### src/logic/cmac_mul_pkg.sv
/*
 * mac multiplier shared definitions
 * widths, lane layout, booth sign-extension bias and payload types
 */
`default_nettype none

package cmac_mul_pkg;

  // ========================================================================
  // widths
  // ========================================================================
  localparam int op_w        = 16;  // operand width
  localparam int lane_w      = 8;   // operand bits per lane in int8 mode
  localparam int num_lanes   = 2;
  localparam int booth_w     = 17;  // selector out, one spare bit for 2x
  localparam int pp_w        = 24;  // level-1 partial product
  localparam int res_w       = 32;  // carry-save result word
  localparam int pp_per_bank = 5;   // 4 selector rows + trailing inv row

  // ========================================================================
  // sign-extension bias
  // ========================================================================
  // each booth row has its sign bit inverted and a leading one implied,
  // the constant these leave behind is removed by the accumulator

  // four 8-bit rows, per lane
  localparam logic [op_w-1:0]  int8_bias  = 16'h5500;
  // eight 16-bit rows across the full word
  localparam logic [res_w-1:0] int16_bias = 32'h5555_0000;

  // ========================================================================
  // types
  // ========================================================================
  typedef logic [pp_w-1:0]             pp_t;          // one aligned row
  typedef pp_t  [pp_per_bank-1:0]      pp_bank_t;     // one bank of rows
  typedef logic [res_w-1:0]            res_t;
  typedef logic [2:0]                  booth_code_t;  // {b2i+1, b2i, b2i-1}

endpackage

`default_nettype wire

### src/logic/cmac_pp_bus_if.sv
/*
 * partial-product bus from the booth generator
 * to the level-1 trees and the result selector
 */
`timescale 1ns/1ps
`default_nettype none

interface cmac_pp_bus_if;
  import cmac_mul_pkg::*;

  pp_bank_t               pp_lo;     // rows from a[7:0]
  pp_bank_t               pp_hi;     // rows from upper code window
  logic [num_lanes-1:0]   lane_vld;  // per-lane operand valid
  logic                   is_int8;   // registered mode

  // generator side
  modport gen (
    output pp_lo,
    output pp_hi,
    output lane_vld,
    output is_int8
  );

  // level-1 reducers only need the banks
  modport tree (
    input pp_lo,
    input pp_hi
  );

  // result select needs control only
  modport sel (
    input lane_vld,
    input is_int8
  );

endinterface

`default_nettype wire

### src/logic/cmac_booth_sel.sv
/*
 * radix-4 booth selector
 * one digit to 0, +-1x or +-2x of the multiplicand, 16-bit or 8-bit form
 */
`timescale 1ns/1ps
`default_nettype none

module cmac_booth_sel (
  input  cmac_mul_pkg::booth_code_t          code,
  input  logic                               is_8bit,
  input  logic [cmac_mul_pkg::op_w-1:0]      src_data,
  output logic [cmac_mul_pkg::booth_w-1:0]   out_data,
  output logic                               out_inv
);
  import cmac_mul_pkg::*;

  logic                 neg;    // 100, 101, 110
  logic                 dbl;    // 011 or 100
  logic                 zero;   // 000 or 111
  logic [booth_w-1:0]   m16;    // signed multiple, 16-bit form
  logic [booth_w-1:0]   v16;
  logic [lane_w:0]      m8;     // signed multiple, 8-bit form
  logic [lane_w:0]      v8;

  // ========================================================================
  // digit decode
  // ========================================================================
  always_comb begin
    neg  = code[2] & ~(code[1] & code[0]);
    dbl  = (code == 3'b011) || (code == 3'b100);
    zero = (code == 3'b000) || (code == 3'b111);
  end

  // ========================================================================
  // multiple select
  // ========================================================================
  always_comb begin
    // 2x just moves the lsb up, top bit keeps the sign
    m16 = dbl ? {src_data, 1'b0} : {src_data[op_w-1], src_data};
    m8  = dbl ? {src_data[lane_w-1:0], 1'b0} :
                {src_data[lane_w-1], src_data[lane_w-1:0]};

    // ones complement for negative digits, +1 rides on the next row
    if (zero) begin
      v16 = '0;
      v8  = '0;
    end else begin
      v16 = neg ? ~m16 : m16;
      v8  = neg ? ~m8  : m8;
    end
  end

  // ========================================================================
  // output with inverted sign bit
  // ========================================================================
  // inverting the sign turns sign extension into a constant bias,
  // so a zero digit still puts a one at the sign position
  always_comb begin
    if (is_8bit) begin
      out_data = booth_w'({~v8[lane_w], v8[lane_w-1:0]});  // upper byte clear
    end else begin
      out_data = {~v16[op_w], v16[op_w-1:0]};
    end
    out_inv = neg & ~zero;  // add-one owed by next row
  end

endmodule

`default_nettype wire

### src/logic/cmac_pp_gen.sv
/*
 * booth partial-product generator
 * recodes operand a, selects eight rows of b and aligns them into two banks
 */
`timescale 1ns/1ps
`default_nettype none

module cmac_pp_gen (
  input  logic [cmac_mul_pkg::op_w-1:0]       op_a_dat,
  input  logic [cmac_mul_pkg::op_w-1:0]       op_b_dat,
  input  logic [cmac_mul_pkg::num_lanes-1:0]  op_a_nz,
  input  logic [cmac_mul_pkg::num_lanes-1:0]  op_b_nz,
  input  logic                                op_a_pvld,
  input  logic                                op_b_pvld,
  input  logic                                is_int8,
  cmac_pp_bus_if.gen                          pp_bus
);
  import cmac_mul_pkg::*;

  logic [lane_w:0]       code_win [num_lanes];   // 9-bit recode windows
  booth_code_t           code     [num_lanes][pp_per_bank-1];
  logic [op_w-1:0]       src      [num_lanes];   // multiplicand per bank
  logic [booth_w-1:0]    sel_data [num_lanes][pp_per_bank-1];
  logic                  sel_inv  [num_lanes][pp_per_bank-1];
  pp_bank_t              bank     [num_lanes];
  logic [num_lanes-1:0]  lane_vld;

  // ========================================================================
  // recoding
  // ========================================================================
  always_comb begin
    code_win[0] = {op_a_dat[lane_w-1:0], 1'b0};
    // int8 restarts at the upper byte, int16 overlaps bit 7
    code_win[1] = is_int8 ? {op_a_dat[op_w-1:lane_w], 1'b0} :
                            op_a_dat[op_w-1:lane_w-1];
    for (int b = 0; b < num_lanes; b++) begin
      for (int r = 0; r < pp_per_bank - 1; r++) begin
        code[b][r] = code_win[b][2*r +: 3];
      end
    end
    // each int8 lane sees its own byte, zero-extended
    src[0] = is_int8 ? op_w'(op_b_dat[lane_w-1:0])    : op_b_dat;
    src[1] = is_int8 ? op_w'(op_b_dat[op_w-1:lane_w]) : op_b_dat;
  end

  for (genvar b = 0; b < num_lanes; b++) begin : g_bank
    for (genvar r = 0; r < pp_per_bank - 1; r++) begin : g_row
      cmac_booth_sel u_booth (
        .code     (code[b][r]),
        .is_8bit  (is_int8),
        .src_data (src[b]),
        .out_data (sel_data[b][r]),
        .out_inv  (sel_inv[b][r])
      );
    end
  end

  // ========================================================================
  // alignment, row r at 2r, previous inv two bits below it
  // ========================================================================
  always_comb begin
    for (int b = 0; b < num_lanes; b++) begin
      bank[b] = '0;
      for (int r = 0; r < pp_per_bank - 1; r++) begin
        bank[b][r] = pp_t'(sel_data[b][r]) << (2 * r);
      end
      for (int r = 1; r < pp_per_bank; r++) begin
        bank[b][r][2*r-2] = sel_inv[b][r-1];  // last row holds only inv
      end
    end
  end

  // lane valid, both strobes and both nz flags
  assign lane_vld = {num_lanes{op_a_pvld & op_b_pvld}} & op_a_nz & op_b_nz;

  assign pp_bus.pp_lo    = bank[0];
  assign pp_bus.pp_hi    = bank[1];
  assign pp_bus.lane_vld = lane_vld;
  assign pp_bus.is_int8  = is_int8;

  // int16 gates the whole word, so lanes must agree
  always_comb begin
    a_int16_lane_vld: assert final (is_int8 !== 1'b0 || lane_vld[0] === lane_vld[1])
      else $error("lane valids differ in int16 mode");
  end

endmodule

`default_nettype wire

### src/logic/cmac_csa_tree.sv
/*
 * carry-save reducer
 * n words down to a sum/carry pair by chained 3:2 rows
 */
`timescale 1ns/1ps
`default_nettype none

module cmac_csa_tree #(
  parameter type word_t = logic [31:0],
  parameter int  num_in = 4
) (
  input  word_t [num_in-1:0]  pp_in,
  output word_t               sum,
  output word_t               carry
);

  word_t s_acc;   // running sum vector
  word_t c_acc;   // running carry vector, already shifted
  word_t s_nxt;

  // ========================================================================
  // 3:2 rows
  // ========================================================================
  // first two inputs seed the pair, each further input adds one row
  // sum + carry stays equal to the input total mod 2^width
  always_comb begin
    s_acc = pp_in[0];
    c_acc = pp_in[1];
    for (int i = 2; i < num_in; i++) begin
      s_nxt = s_acc ^ c_acc ^ pp_in[i];                // bitwise sum
      c_acc = ((s_acc & c_acc) | (s_acc & pp_in[i]) |
               (c_acc & pp_in[i])) << 1;               // majority, up one
      s_acc = s_nxt;
    end
  end

  assign sum   = s_acc;
  assign carry = c_acc;

  // fewer than two words leaves nothing to seed the pair
  if (num_in < 2) begin : g_num_in_chk
    $fatal(1, "cmac_csa_tree: num_in must be at least 2");
  end

endmodule

`default_nettype wire

### src/logic/cmac_res_sel.sv
/*
 * result select
 * level-2 reduction for int16, per-lane pick and idle-lane gating
 */
`timescale 1ns/1ps
`default_nettype none

module cmac_res_sel (
  input  cmac_mul_pkg::pp_t   l0_sum_lo,
  input  cmac_mul_pkg::pp_t   l0_carry_lo,
  input  cmac_mul_pkg::pp_t   l0_sum_hi,
  input  cmac_mul_pkg::pp_t   l0_carry_hi,
  cmac_pp_bus_if.sel          pp_bus,
  output cmac_mul_pkg::res_t  res_a,
  output cmac_mul_pkg::res_t  res_b
);
  import cmac_mul_pkg::*;

  res_t [3:0]  l1_in;
  res_t        l1_sum;
  res_t        l1_carry;
  res_t        res_a_ori;
  res_t        res_b_ori;
  res_t        res_a_gate;

  // ========================================================================
  // level-2 tree, int16 only
  // ========================================================================
  // upper bank weighs 2^8, inputs held at zero in int8 to stop toggling
  always_comb begin
    if (pp_bus.is_int8) begin
      l1_in = '0;
    end else begin
      l1_in[3] = res_t'(l0_carry_hi) << lane_w;
      l1_in[2] = res_t'(l0_sum_hi)   << lane_w;
      l1_in[1] = res_t'(l0_carry_lo);
      l1_in[0] = res_t'(l0_sum_lo);
    end
  end

  cmac_csa_tree #(
    .word_t (res_t),
    .num_in (4)
  ) u_tree_l1n0 (
    .pp_in (l1_in),
    .sum   (l1_sum),
    .carry (l1_carry)
  );

  // ========================================================================
  // output select and gating
  // ========================================================================
  always_comb begin
    res_a_ori  = pp_bus.is_int8 ? {l0_sum_hi[op_w-1:0], l0_sum_lo[op_w-1:0]} : l1_sum;
    res_b_ori  = pp_bus.is_int8 ? {l0_carry_hi[op_w-1:0], l0_carry_lo[op_w-1:0]} :
                                  l1_carry;
    res_a_gate = pp_bus.is_int8 ? {num_lanes{int8_bias}} : int16_bias;
    for (int l = 0; l < num_lanes; l++) begin
      // idle lane reads as bias + 0, so the accumulator adds nothing
      res_a[l*op_w +: op_w] = pp_bus.lane_vld[l] ? res_a_ori[l*op_w +: op_w] :
                                                   res_a_gate[l*op_w +: op_w];
      res_b[l*op_w +: op_w] = pp_bus.lane_vld[l] ? res_b_ori[l*op_w +: op_w] : '0;
    end
  end

  // int8 bank totals stay under 2^16 so the low halves hold them whole
  always_comb begin
    a_int8_lane_fit: assert final (pp_bus.is_int8 !== 1'b1 ||
                                   (pp_t'(l0_sum_lo + l0_carry_lo) >> op_w) == '0 &&
                                   (pp_t'(l0_sum_hi + l0_carry_hi) >> op_w) == '0)
      else $error("int8 bank total exceeds lane width");
  end

endmodule

`default_nettype wire

### src/logic/cmac_mul.sv
/*
 * cmac booth multiplier, int16 or dual int8
 * carry-save result, sign-extension bias removed downstream
 */
`timescale 1ns/1ps
`default_nettype none

module cmac_mul (
  input  logic                                nvdla_core_clk,
  input  logic                                nvdla_core_rstn,
  input  logic                                cfg_is_int8,
  input  logic                                cfg_reg_en,
  input  logic [cmac_mul_pkg::op_w-1:0]       op_a_dat,
  input  logic [cmac_mul_pkg::num_lanes-1:0]  op_a_nz,
  input  logic                                op_a_pvld,
  input  logic [cmac_mul_pkg::op_w-1:0]       op_b_dat,
  input  logic [cmac_mul_pkg::num_lanes-1:0]  op_b_nz,
  input  logic                                op_b_pvld,
  output logic [cmac_mul_pkg::res_w-1:0]      res_a,
  output logic [cmac_mul_pkg::res_w-1:0]      res_b
);
  import cmac_mul_pkg::*;

  logic  cfg_is_int8_d1;  // mode in use
  pp_t   l0_sum_lo;
  pp_t   l0_carry_lo;
  pp_t   l0_sum_hi;
  pp_t   l0_carry_hi;

  // ========================================================================
  // mode register
  // ========================================================================
  always_ff @(posedge nvdla_core_clk or negedge nvdla_core_rstn) begin
    if (!nvdla_core_rstn) begin
      cfg_is_int8_d1 <= 1'b0;  // int16 out of reset
    end else if (cfg_reg_en) begin
      cfg_is_int8_d1 <= cfg_is_int8;
    end
  end

  // ========================================================================
  // datapath, all combinational
  // ========================================================================
  cmac_pp_bus_if pp_bus ();

  cmac_pp_gen u_pp_gen (
    .op_a_dat  (op_a_dat),
    .op_b_dat  (op_b_dat),
    .op_a_nz   (op_a_nz),
    .op_b_nz   (op_b_nz),
    .op_a_pvld (op_a_pvld),
    .op_b_pvld (op_b_pvld),
    .is_int8   (cfg_is_int8_d1),
    .pp_bus    (pp_bus.gen)
  );

  // level 1, one tree per bank
  cmac_csa_tree #(
    .word_t (pp_t),
    .num_in (pp_per_bank)
  ) u_tree_l0n0 (
    .pp_in (pp_bus.pp_lo),
    .sum   (l0_sum_lo),
    .carry (l0_carry_lo)
  );

  cmac_csa_tree #(
    .word_t (pp_t),
    .num_in (pp_per_bank)
  ) u_tree_l0n1 (
    .pp_in (pp_bus.pp_hi),
    .sum   (l0_sum_hi),
    .carry (l0_carry_hi)
  );

  cmac_res_sel u_res_sel (
    .l0_sum_lo   (l0_sum_lo),
    .l0_carry_lo (l0_carry_lo),
    .l0_sum_hi   (l0_sum_hi),
    .l0_carry_hi (l0_carry_hi),
    .pp_bus      (pp_bus.sel),
    .res_a       (res_a),
    .res_b       (res_b)
  );

  // load enable must be known once out of reset
  a_cfg_reg_en_known: assert property (
    @(posedge nvdla_core_clk) disable iff (!nvdla_core_rstn) !$isunknown(cfg_reg_en)
  ) else $error("cfg_reg_en unknown");

endmodule

`default_nettype wire

### config.mk
export PLATFORM = sky130hd
export DESIGN_NAME = cmac_mul
export DESIGN_NICKNAME = d
export VERILOG_FILES = /design/src/logic/cmac_mul_pkg.sv /design/src/logic/cmac_pp_bus_if.sv /design/src/logic/cmac_booth_sel.sv /design/src/logic/cmac_pp_gen.sv /design/src/logic/cmac_csa_tree.sv /design/src/logic/cmac_res_sel.sv /design/src/logic/cmac_mul.sv
export SDC_FILE = /design/constraint.sdc
export NUM_CORES = 1
export LEC_CHECK = 0
export BUFFER_PORTS_ARGS = -buffer_cell sky130_fd_sc_hd__buf_2
export CAP_MARGIN = 25
export CORE_MARGIN = 1.5
export CORE_UTILIZATION = 40
export CTS_CLUSTER_SIZE = 20
export DETAILED_ROUTE_END_ITERATION = 10
export PLACE_DENSITY = 0.61
export SYNTH_ARGS = -nofsm -noshare
export SYNTH_HDL_FRONTEND = slang
export SYNTH_SLANG_ARGS = --single-unit
### constraint.sdc
create_clock -name nvdla_core_clk -period 6.8 [get_ports nvdla_core_clk]
set_input_delay 1.36 -clock nvdla_core_clk [delete_from_list [all_inputs] [get_ports nvdla_core_clk]]
set_output_delay 1.36 -clock nvdla_core_clk [all_outputs]
set_load 0.02 [all_outputs]
==> out/qor.yml, run 1 <==
run_status: "finished, final reports clean"
synth_edf_count: 0
routed_wirelength_um: 27300
fp.dieArea_sq_um: 22600
finalHoldWorstSlack_ps: 1140
drt_iter0_drc: 689
dieHeight_um: 150
final_period_minus_worst_setup_slack_ps: 6680
pwr-share-seq_pct: 1.0
yosys_cell_types: 56
synth_seq_cells: 1
timing_max_transition_violations_final: 0
cap_violations: 0
yosys.cell_count.top_type: "nor2_1"
wire_length_of_the_first_global_routing_pass_um: 41900
synthesis_to_layout_area_growth_pct: 17.5
fp-row-count: 53
antenna_violations_before_repair: 0
syn_avg_cell_area_sq_um: 7.54
die_x_extent_um: 150
port_buffers: 101
timing.final.crit_share_pct: 98.2
power_density_nw_per_um2: 172
critical_path_peak_fanout: 13
worst_ir_drop_vdd_uv: 96.2
top_regs: "cfg_is_int8_d1 (1)"
clock_pin_transition_on_the_worst_setup_and_hold_timing_paths_ps: 0
r2r.worst_path.cells: 2
maxClockFrequency_mhz: 150
post_dp_cell_area_sq_um: 9640
globalRoute.totalOverflow: 0
worst-endpoint-required_ps: 5440
routed_wire_length_per_instance_um: 18.0
finalHoldViolations: 0
first_global_vias: 7587
yosys_warnings: 0
critical_path_class: "in2out"
drive_above_1_share_pct: 22.2
setup.worst_path.start_class: "primary input"
pwr-share-clk_pct: 0
start_util_pct: 41.1
switching_share_pct: 56.3
critical_path_arrival_ps: 5320
largest_reg_flops: 1
intPower_mw: 0.768
skew_ps: 0
seq_area_frac_synth_pct: 0.288
hold_path_class: "in2async"
switching_power_mw: 0.989
antenna_cells: 0
postLayoutCellArea_sq_um: 10200
route.antenna.remaining_nets: 0
worst_setup_path_end_kind: "output port"
vias: 8223
pwr-share-comb_pct: 99.0
clkLatencyLatePin_ps: 0
top_register: "cfg_is_int8_d1"
max_slew_margin_pct: 38.1
hold_bufs_at_cts: 0
grt_start_max_net_pins: 96
synth.top_cells.by_count: "176 x nor2_1, 96 x nand2_1, 90 x xor2_1, 89 x inv_1, 87 x fa_1"
worst-slew-pin-transition_ps: 926
via_per_inst: 5.41
core_region_area_sq_um: 21200
netlist_instances: 1154
cell_accounting_for_the_most_synthesized_area: "fa_1"
hpwlAfterDp_um: 21800
synthArstFlopShare_pct: 100
synth_largest_type_area_fraction_pct: 20.0
finalSetupViolCount: 0
synth_ff_type: "dfrtp_1"
track_usage_pct: 23.5
detail_route.drc_violations: 0
rsz_0062_raised_after_global_routing: "true"
routabilityCongestion: 0.897
synthesis.area_sq_um: 8700
nNetsFinal: 1445
ys_top_cells_by_area: "fa_1 20%, ha_1 10%, xor2_1 9.1%"
power.static_leakage_nw: 4.89
ioPinCount: 106
firstDrtPassIters: 7
==> layout make-up <==
| cell class | count | area (sq um) |
|---|---|---|
| fill | 2083 | 10900 |
| inverter | 89 | 334 |
| multi-input combinational | 938 | 7910 |
| sequential | 1 | 28.8 |
| tap | 275 | 344 |
| timing repair buffer | 216 | 1600 |
==> layout by cell type (no fill, tap or decap), types with 45 or more instances in the layout <==
master,synthesis,layout
mux2i_1,51,49
buf_2,57,91
fa_1,87,86
nor2b_1,48,45
nor2_1,176,169
ha_1,70,70
inv_1,89,87
a21oi_1,50,48
buf_4,17,97
nand2_1,96,95
xor2_1,90,87
==> metrics by stage <==
step | cells | setup TNS (ps) | worst slack [ps] | util (%) | power, mW
CTS | 1497 | 0 | 2.62 | 46.0 | 1.69
finish | 1519 | 0 | 124 | 48.3 | 1.76
global placement | 1496 | -814 | -169 | 45.6 | 1.64
detailed placement | 1496 | -1160 | -232 | 45.6 | 1.67
floorplan | 1157 | 0 | 232 | - | 1.18
global route | 1519 | -48.2 | -34.3 | 48.3 | 1.99
==> routing by layer <==
layer	up-vias	GRT usage [%]	share of wire, %
li1	4032	-	-
met1	3856	37.1	50
met2	318	34.2	41
met3	17	3.85	8.2
met4	0	2.30	1.1
met5	-	0	0
==> worst max-delay path: stages <==
cell and delay (ps):
clkbuf_4 220, mux2i_4 340, xnor2_1 130, a221oi_2 330
fa_1 500, fa_1 500, inv_1 40, ha_1 320
nand2_1 110, fa_1 580, fa_1 400, nor2_1 110
a21oi_1 60, nor2_1 120, buf_4 180
==> power by group through the flow <==
stage	logic [mW]	clock network [mW]	registers [mW]
after floorplan	1.17	0	0.00751
after global placement	1.62	0	0.0170
after detailed placement	1.65	0	0.0167
after CTS	1.67	0	0.0169
after global routing	1.97	0	0.0187
final	1.74	0	0.0177
==> logic make-up after synthesis <==
family                     synth area share (%)
xor gates and xnor gates                   12.0
AOI/OAI and AO/OA                          18.8
muxes                                      7.32
and+or+nand+nor                            19.7
adders and majority gates                  30.1
other                                    0.0431
buffers and inverters                      11.8
DFF                                       0.288
==> what timing repair did <==
item / in CTS / in global routing
cloned: 1 / 0
endpoints found under the setup margin: 13 / 23
pin swaps: 2 / 11
resized for setup: 15 / 67
buffers inserted: 0 / 23
==> final timing paths <==
check	start	slack [ps]	endpoint
setup / recovery	op_b_dat[15]	120	res_a[15]
hold / removal	nvdla_core_rstn	1140	cfg_is_int8_d1
setup reg to reg	cfg_is_int8_d1	5220	cfg_is_int8_d1
hold reg to reg	cfg_is_int8_d1	1360	cfg_is_int8_d1
max in group asynchronous	nvdla_core_rstn	5570	cfg_is_int8_d1
min in group nvdla_core_clk	cfg_is_int8_d1	1360	cfg_is_int8_d1
Power figures use the tool's default switching activity.
==> run 2, diff against run 1 <==
--- a/config.mk
+++ b/config.mk
@@ -9,9 +9,11 @@
 export CAP_MARGIN = 25
 export CORE_MARGIN = 1.5
 export CORE_UTILIZATION = 40
+export CTS_BUF_LIST = sky130_fd_sc_hd__clkbuf_4
 export CTS_CLUSTER_SIZE = 20
 export DETAILED_ROUTE_END_ITERATION = 10
 export PLACE_DENSITY = 0.61
+export REMOVE_ABC_BUFFERS = 1
 export SYNTH_ARGS = -nofsm -noshare
 export SYNTH_HDL_FRONTEND = slang
 export SYNTH_SLANG_ARGS = --single-unit
==> out/qor.yml, run 2 (synthesized netlist as in run 1, its figures left out) <==
critical_path_peak_fanout: 9  # was 13
routabilityCongestion: 0.924  # was 0.897
fp.dieArea_sq_um: 22600  # unchanged
nNetsFinal: 1455  # was 1445
routed_wirelength_um: 27600  # was 27300 um
worst-endpoint-required_ps: 5440  # about the same
core_region_area_sq_um: 21200  # unchanged
power_density_nw_per_um2: 170  # was 172 nW/um^2
top_register: "cfg_is_int8_d1"  # unchanged
timing.final.crit_share_pct: 97.8  # was 98.2%
finalSetupViolCount: 0  # unchanged
port_buffers: 101  # unchanged
hpwlAfterDp_um: 22300  # was 21800 um
post_dp_cell_area_sq_um: 9840  # was 9640 sq um
cap_violations: 0  # unchanged
worst-slew-pin-transition_ps: 965  # was 926 ps
clkLatencyLatePin_ps: 0  # about the same
critical_path_arrival_ps: 5290  # was 5320 ps
first_global_vias: 7789  # was 7587
globalRoute.totalOverflow: 0  # unchanged
critical_path_class: "in2out"  # unchanged
clock_pin_transition_on_the_worst_setup_and_hold_timing_paths_ps: 0  # about the same
drive_above_1_share_pct: 21.5  # was 22.2%
routed_wire_length_per_instance_um: 18.1  # was 18.0 um
antenna_cells: 0  # unchanged
via_per_inst: 5.51  # was 5.41
die_x_extent_um: 150  # unchanged
finalHoldViolations: 0  # unchanged
worst_r2r_startpoint: "cfg_is_int8_d1"  # unchanged
grt_start_max_net_pins: 57  # was 96
fp-row-count: 53  # unchanged
run_status: "finished, final reports clean"  # unchanged
layout.cells.most_common: "nor2_1"  # unchanged
start_util_pct: 41.1  # unchanged
power.static_leakage_nw: 4.89  # about the same
tns_ps: 0  # unchanged
setup.worst_path.start_class: "primary input"  # unchanged
skew_ps: 0  # unchanged
top_regs: "cfg_is_int8_d1 (1)"  # unchanged
max_slew_margin_pct: 35.2  # was 38.1%
final_period_minus_worst_setup_slack_ps: 6650  # was 6680 ps
postLayoutCellArea_sq_um: 10100  # was 10200 sq um
placed_cells_incl_taps: 1520  # was 1496
timing.rr.end: "cfg_is_int8_d1"  # unchanged
finalHoldWorstSlack_ps: 1140  # about the same
maxClockFrequency_mhz: 150  # about the same
timing_max_transition_violations_final: 0  # unchanged
largest_reg_flops: 1  # unchanged
drt_iter0_drc: 561  # was 689
rsz_0062_raised_after_global_routing: "true"  # unchanged
final-instance-count-excl-fill: 1529  # was 1519
antenna_violations_before_repair: 0  # unchanged
worst_ir_drop_vdd_uv: 97.1  # was 96.2 uV
r2r.worst_path.cells: 3  # was 2
hold_path_class: "in2async"  # unchanged
dieHeight_um: 150  # unchanged
track_usage_pct: 23.7  # was 23.5%
ioPinCount: 106  # unchanged
firstDrtPassIters: 5  # was 7
synthesis_to_layout_area_growth_pct: 16.2  # was 17.5%
route.antenna.remaining_nets: 0  # unchanged
vias: 8423  # was 8223
total_power_consumption_mw: 1.72  # was 1.76 mW
detail_route.drc_violations: 0  # unchanged
final.fill_count: 2165  # was 2083
wire_length_of_the_first_global_routing_pass_um: 42000  # was 41900 um
worst_setup_path_end_kind: "output port"  # unchanged
r2r_slack_ps: 5020  # was 5220 ps
layout_common_cells: "174 x nor2_1, 114 x buf_4, 97 x buf_2"  # was 169 x nor2_1, 97 x buf_4, 95 x nand2_1
## run 2: changes by cell type in the layout (fill, tap and decap cells not counted), sizes merged
cell | before | now
clkbuf | 4 | 3
buf | 211 | 223
bufbuf | 1 | 0
## run 2: cell type report
class / count / area (sq um) / share of cell area [%]
Inverter: 89 / 334 / 3.30
Multi-Input combinational cell: 938 / 7810 / 77.2
Sequential cell: 1 / 28.8 / 0.285
Tap cell: 275 / 344 / 3.40
Timing Repair Buffer: 226 / 1590 / 15.8
## run 2: worst max path at each step
stage	cells past startpoint	endpoint	from	slack (ps)
after floorplan	14	res_a[21]	cfg_is_int8_d1	-4270
after global placement	17	res_a[16]	op_a_dat[11]	50
after detailed placement	17	res_a[16]	op_a_dat[11]	60
after CTS	17	res_a[16]	op_a_dat[11]	40
after global routing	16	res_a[16]	op_b_dat[7]	-10
final	17	res_a[16]	op_a_dat[7]	150
## run 2: through the flow
stage,util [%],setup slack (ps)
2_1_floorplan,-,-4270
3_3_place_gp,46.4,54.5
3_5_place_dp,46.5,62.4
4_1_cts,46.5,41.7
5_1_grt,47.8,-10.2
6_report,47.8,152
## run 2: repair_timing
action / in CTS / in global routing
setup buffers: 0 / 7
resized for setup: 0 / 42
hold buffers: 0 / 0
endpoints found under the setup margin: 0 / 16
## run 2: per-layer routing
| layer | global-route usage (%) | share of wire (%) |
|---|---|---|
| met2 | 41.5 | 49 |
| met5 | 0 | 0 |
| met1 | 31.1 | 43 |
| met4 | 7.01 | 3.3 |
| met3 | 1.76 | 5.2 |
## run 2: where the power goes
group          leakage [nW]  switching (mW)  total, mW  internal (mW)
Clock                     0               0          0              0
Combinational          4.88           0.951       1.71          0.756
Sequential           0.0110         0.00940     0.0162        0.00685
Total                  4.89           0.960       1.72          0.763
## run 2: worst max-delay path: stages
cell     delay, ps
buf_2          150
xor2_1         180
buf_4          180
a221o_1        340
a31oi_1        130
buf_4          150
fa_1           410
inv_1           80
fa_1           420
ha_1           350
nand2_1         90
fa_1           550
inv_1           50
fa_1           430
nor3_1         180
nor2_1          70
buf_2          160
==> run 3, diff against run 2 <==
--- a/config.mk
+++ b/config.mk
@@ -12,8 +12,10 @@
 export CTS_BUF_LIST = sky130_fd_sc_hd__clkbuf_4
 export CTS_CLUSTER_SIZE = 20
 export DETAILED_ROUTE_END_ITERATION = 10
-export PLACE_DENSITY = 0.61
+export GPL_TIMING_DRIVEN = 0
+export PLACE_DENSITY = 0.6
 export REMOVE_ABC_BUFFERS = 1
 export SYNTH_ARGS = -nofsm -noshare
 export SYNTH_HDL_FRONTEND = slang
+export SYNTH_HIERARCHICAL = 1
 export SYNTH_SLANG_ARGS = --single-unit
==> out/qor.yml, run 3 <==
register_area_sq_um: 28.8  # unchanged
critical_path_arrival_ps: 5530  # was 5290 ps
power.static_leakage_nw: 6.00  # was 4.89 nW
seq_area_frac_synth_pct: 0.213  # was 0.288%
via_per_inst: 5.27  # was 5.51
switching_power_mw: 1.51  # was 0.960 mW
critical_path_peak_fanout: 7  # was 9
synthesis.area_sq_um: 11700  # was 8700 sq um
finalHoldViolations: 0  # unchanged
nNetsFinal: 1641  # was 1455
routabilityCongestion: 0.882  # was 0.924
yosys_warnings: 6  # was 0
failing_checks: "setup timing"
synthArstFlopShare_pct: 100  # unchanged
hold_bufs_at_cts: 0  # unchanged
setup.worst_path.start: "op_b_dat[12]"  # was op_a_dat[7]
first_global_vias: 9419  # was 7789
top_register: "cfg_is_int8_d1"  # unchanged
drive_above_1_share_pct: 25.2  # was 21.5%
tns_ps: -464  # was 0 ps
routed_wirelength_um: 32800  # was 27600 um
max_slew_margin_pct: 48.9  # was 35.2%
grt_start_max_net_pins: 78  # was 57
pwr-share-clk_pct: 0  # about the same
area_taken_by_multi_input_logic_gates_sq_um: 11100  # was 7810 sq um
setup.worst_path.start_class: "primary input"  # unchanged
timing.final.crit_share_pct: 101  # was 97.8%
detail_route.drc_violations: 0  # unchanged
netlist_instances: 1249  # was 1154
wire_length_of_the_first_global_routing_pass_um: 51000  # was 42000 um
clkLatencyLatePin_ps: 0  # about the same
layout_common_cells: "176 x fa_1, 165 x nor2b_1, 132 x conb_1"  # was 174 x nor2_1, 114 x buf_4, 97 x buf_2
worst-slew-pin-transition_ps: 762  # was 965 ps
track_usage_pct: 20.9  # was 23.7%
synth_edf_count: 0  # unchanged
pwr-share-comb_pct: 99.5  # was 99.1%
pwr-share-seq_pct: 0.5  # was 0.9%
maxClockFrequency_mhz: 145  # was 150 MHz
yosys_cell_types: 39  # was 56
cell_accounting_for_the_most_synthesized_area: "fa_1"  # unchanged
synth_largest_type_area_fraction_pct: 33.3  # was 20.0%
vias: 9397  # was 8423
route.antenna.remaining_nets: 0  # unchanged
fp-row-count: 62  # was 53
largest_reg_flops: 1  # unchanged
worst_setup_path_end_kind: "output port"  # unchanged
worst-endpoint-required_ps: 5440  # about the same
synth.top_cells.by_count: "195 x fa_1, 192 x nor2b_1, 112 x mux2i_1, 111 x buf_4, 105 x xor2_1"  # was 176 x nor2_1, 96 x nand2_1, 90 x xor2_1, 89 x inv_1, 87 x fa_1
finalSetupViolCount: 10  # was 0
layout.cells.most_common: "fa_1"  # was nor2_1
hold_path_startpoint: "cfg_is_int8_d1"
timing_max_transition_violations_final: 0  # unchanged
yosys.cell_count.top_type: "fa_1"  # was nor2_1
finalHoldWorstSlack_ps: 1070  # was 1140 ps
worst_r2r_startpoint: "cfg_is_int8_d1"  # unchanged
top_regs: "cfg_is_int8_d1 (1)"  # unchanged
start_util_pct: 40.8  # was 41.1%
synth_seq_cells: 1  # unchanged
globalRoute.totalOverflow: 0  # unchanged
hpwlAfterDp_um: 23100  # was 22300 um
dieHeight_um: 174  # was 150 um
synth_ff_type: "dfrtp_1"  # unchanged
syn_avg_cell_area_sq_um: 9.39  # was 7.54 sq um
postLayoutCoreUtil_pct: 47.4  # was 47.8%
clock_pin_transition_on_the_worst_setup_and_hold_timing_paths_ps: 0  # about the same
drt_iter0_drc: 619  # was 561
switching_share_pct: 51.6  # was 55.7%
cap_violations: 0  # unchanged
port_buffers: 101  # unchanged
final.fill_count: 2738  # was 2165
final_period_minus_worst_setup_slack_ps: 6890  # was 6650 ps
firstDrtPassIters: 5  # unchanged
critical_path_class: "in2out"  # unchanged
die_x_extent_um: 174  # was 150 um
core_region_area_sq_um: 28800  # was 21200 sq um
intPower_mw: 1.42  # was 0.763 mW
hold_path_class: "reg2reg"  # was in2async
ioPinCount: 106  # unchanged
ys_top_cells_by_area: "fa_1 33%, nor2b_1 10%, mux2i_1 9.6%"  # was fa_1 20%, ha_1 10%, xor2_1 9.1%
fp.dieArea_sq_um: 30400  # was 22600 sq um
power_density_nw_per_um2: 215  # was 170 nW/um^2
fin_ws_ps: -91.0  # was 152 ps
worst_ir_drop_vdd_uv: 98.0  # was 97.1 uV
run_status: "finished with violations"  # was finished, final reports clean
synthesis_to_layout_area_growth_pct: 16.4  # was 16.2%
routed_wire_length_per_instance_um: 18.4  # was 18.1 um
rsz_0062_raised_after_global_routing: "true"  # unchanged
antenna_violations_before_repair: 0  # unchanged
skew_ps: 0  # unchanged
==> run 3: cell type report <==
class,instances,area share (%)
tap,384,3.52
timing repair buffer,213,14.4
inverter,20,0.550
antenna,1,0.0183
multi-input combinational,1163,81.3
sequential,1,0.211
==> run 3: final timing paths <==
| check | endpoint | slack (ps) | cells past startpoint |
|---|---|---|---|
| worst min register to register | cfg_is_int8_d1 | 1070 | 2 |
| worst max register to register | cfg_is_int8_d1 | 5550 | 2 |
| max in group asynchronous | cfg_is_int8_d1 | 5570 | 1 |
| min in group asynchronous | cfg_is_int8_d1 | 1140 | 1 |
| worst min-delay path | cfg_is_int8_d1 | 1070 | 2 |
| worst max-delay path | res_a[20] | -90 | 13 |
==> run 3: worst max-delay path: stages <==
cell	delay, ps
buf_4	120
and2b_4	220
xor2_1	160
a222oi_1	390
nor2_1	160
fa_2	600
fa_1	450
fa_1	490
nor2b_4	160
fa_1	500
fa_2	600
a2bb2oi_2	160
buf_4	160
==> run 3: kinds of logic (layout without fill, tap and decap cells) <==
group | count (synthesis) | in the layout | synth area share, %
and+or+nand+nor | 320 | 322 | 16.1
AOI/OAI and AO/OA | 260 | 260 | 13.9
buffers and inverters | 219 | 233 | 14.3
adders and majority gates | 200 | 200 | 33.8
xor gates and xnor gates | 123 | 125 | 11.1
muxes | 121 | 124 | 10.5
other | 5 | 133 | 0.160
DFF | 1 | 1 | 0.213
==> run 3: layer usage <==
metal	wire length [um]	part of all wire, %	vias up	track usage [%]
li1	-	-	4280	-
met1	13900	42	4686	28.3
met2	15800	48	362	35.9
met3	2040	6.2	69	1.60
met4	1080	3.3	0	5.42
met5	0	0	-	0
==> run 3: power by group through the flow <==
| stage | Combinational (mW) | Clock (mW) | Sequential [mW] |
|---|---|---|---|
| 2_1_floorplan | 1.72 | 0 | 0.0433 |
| 3_3_place_gp | 2.43 | 0 | 0.0560 |
| 3_5_place_dp | 2.48 | 0 | 0.0167 |
| 4_1_cts | 2.77 | 0 | 0.0130 |
| 5_1_grt | 3.24 | 0 | 0.0140 |
| 6_report | 2.92 | 0.0000000657 | 0.0137 |
==> run 3: repair_timing <==
action,CTS,global route
setup buffers,71,24
endpoints found under the setup margin,55,33
gates cloned,7,6
pin swaps,49,49
gates resized for setup,132,84
endpoints found under the hold margin,0,0
==> run 3: through the flow <==
stage               cells  setup slack, ps  total power, mW  cell area (sq um)
CTS                  1750            -88.9             2.78              13000
detailed placement   1672            -1390             2.50              11800
global placement     1662           -10460             2.48              11600
global route         1781             -179             3.26              13700
finish               1782            -91.0             2.93              13700
floorplan            1177            -6210             1.77              10600
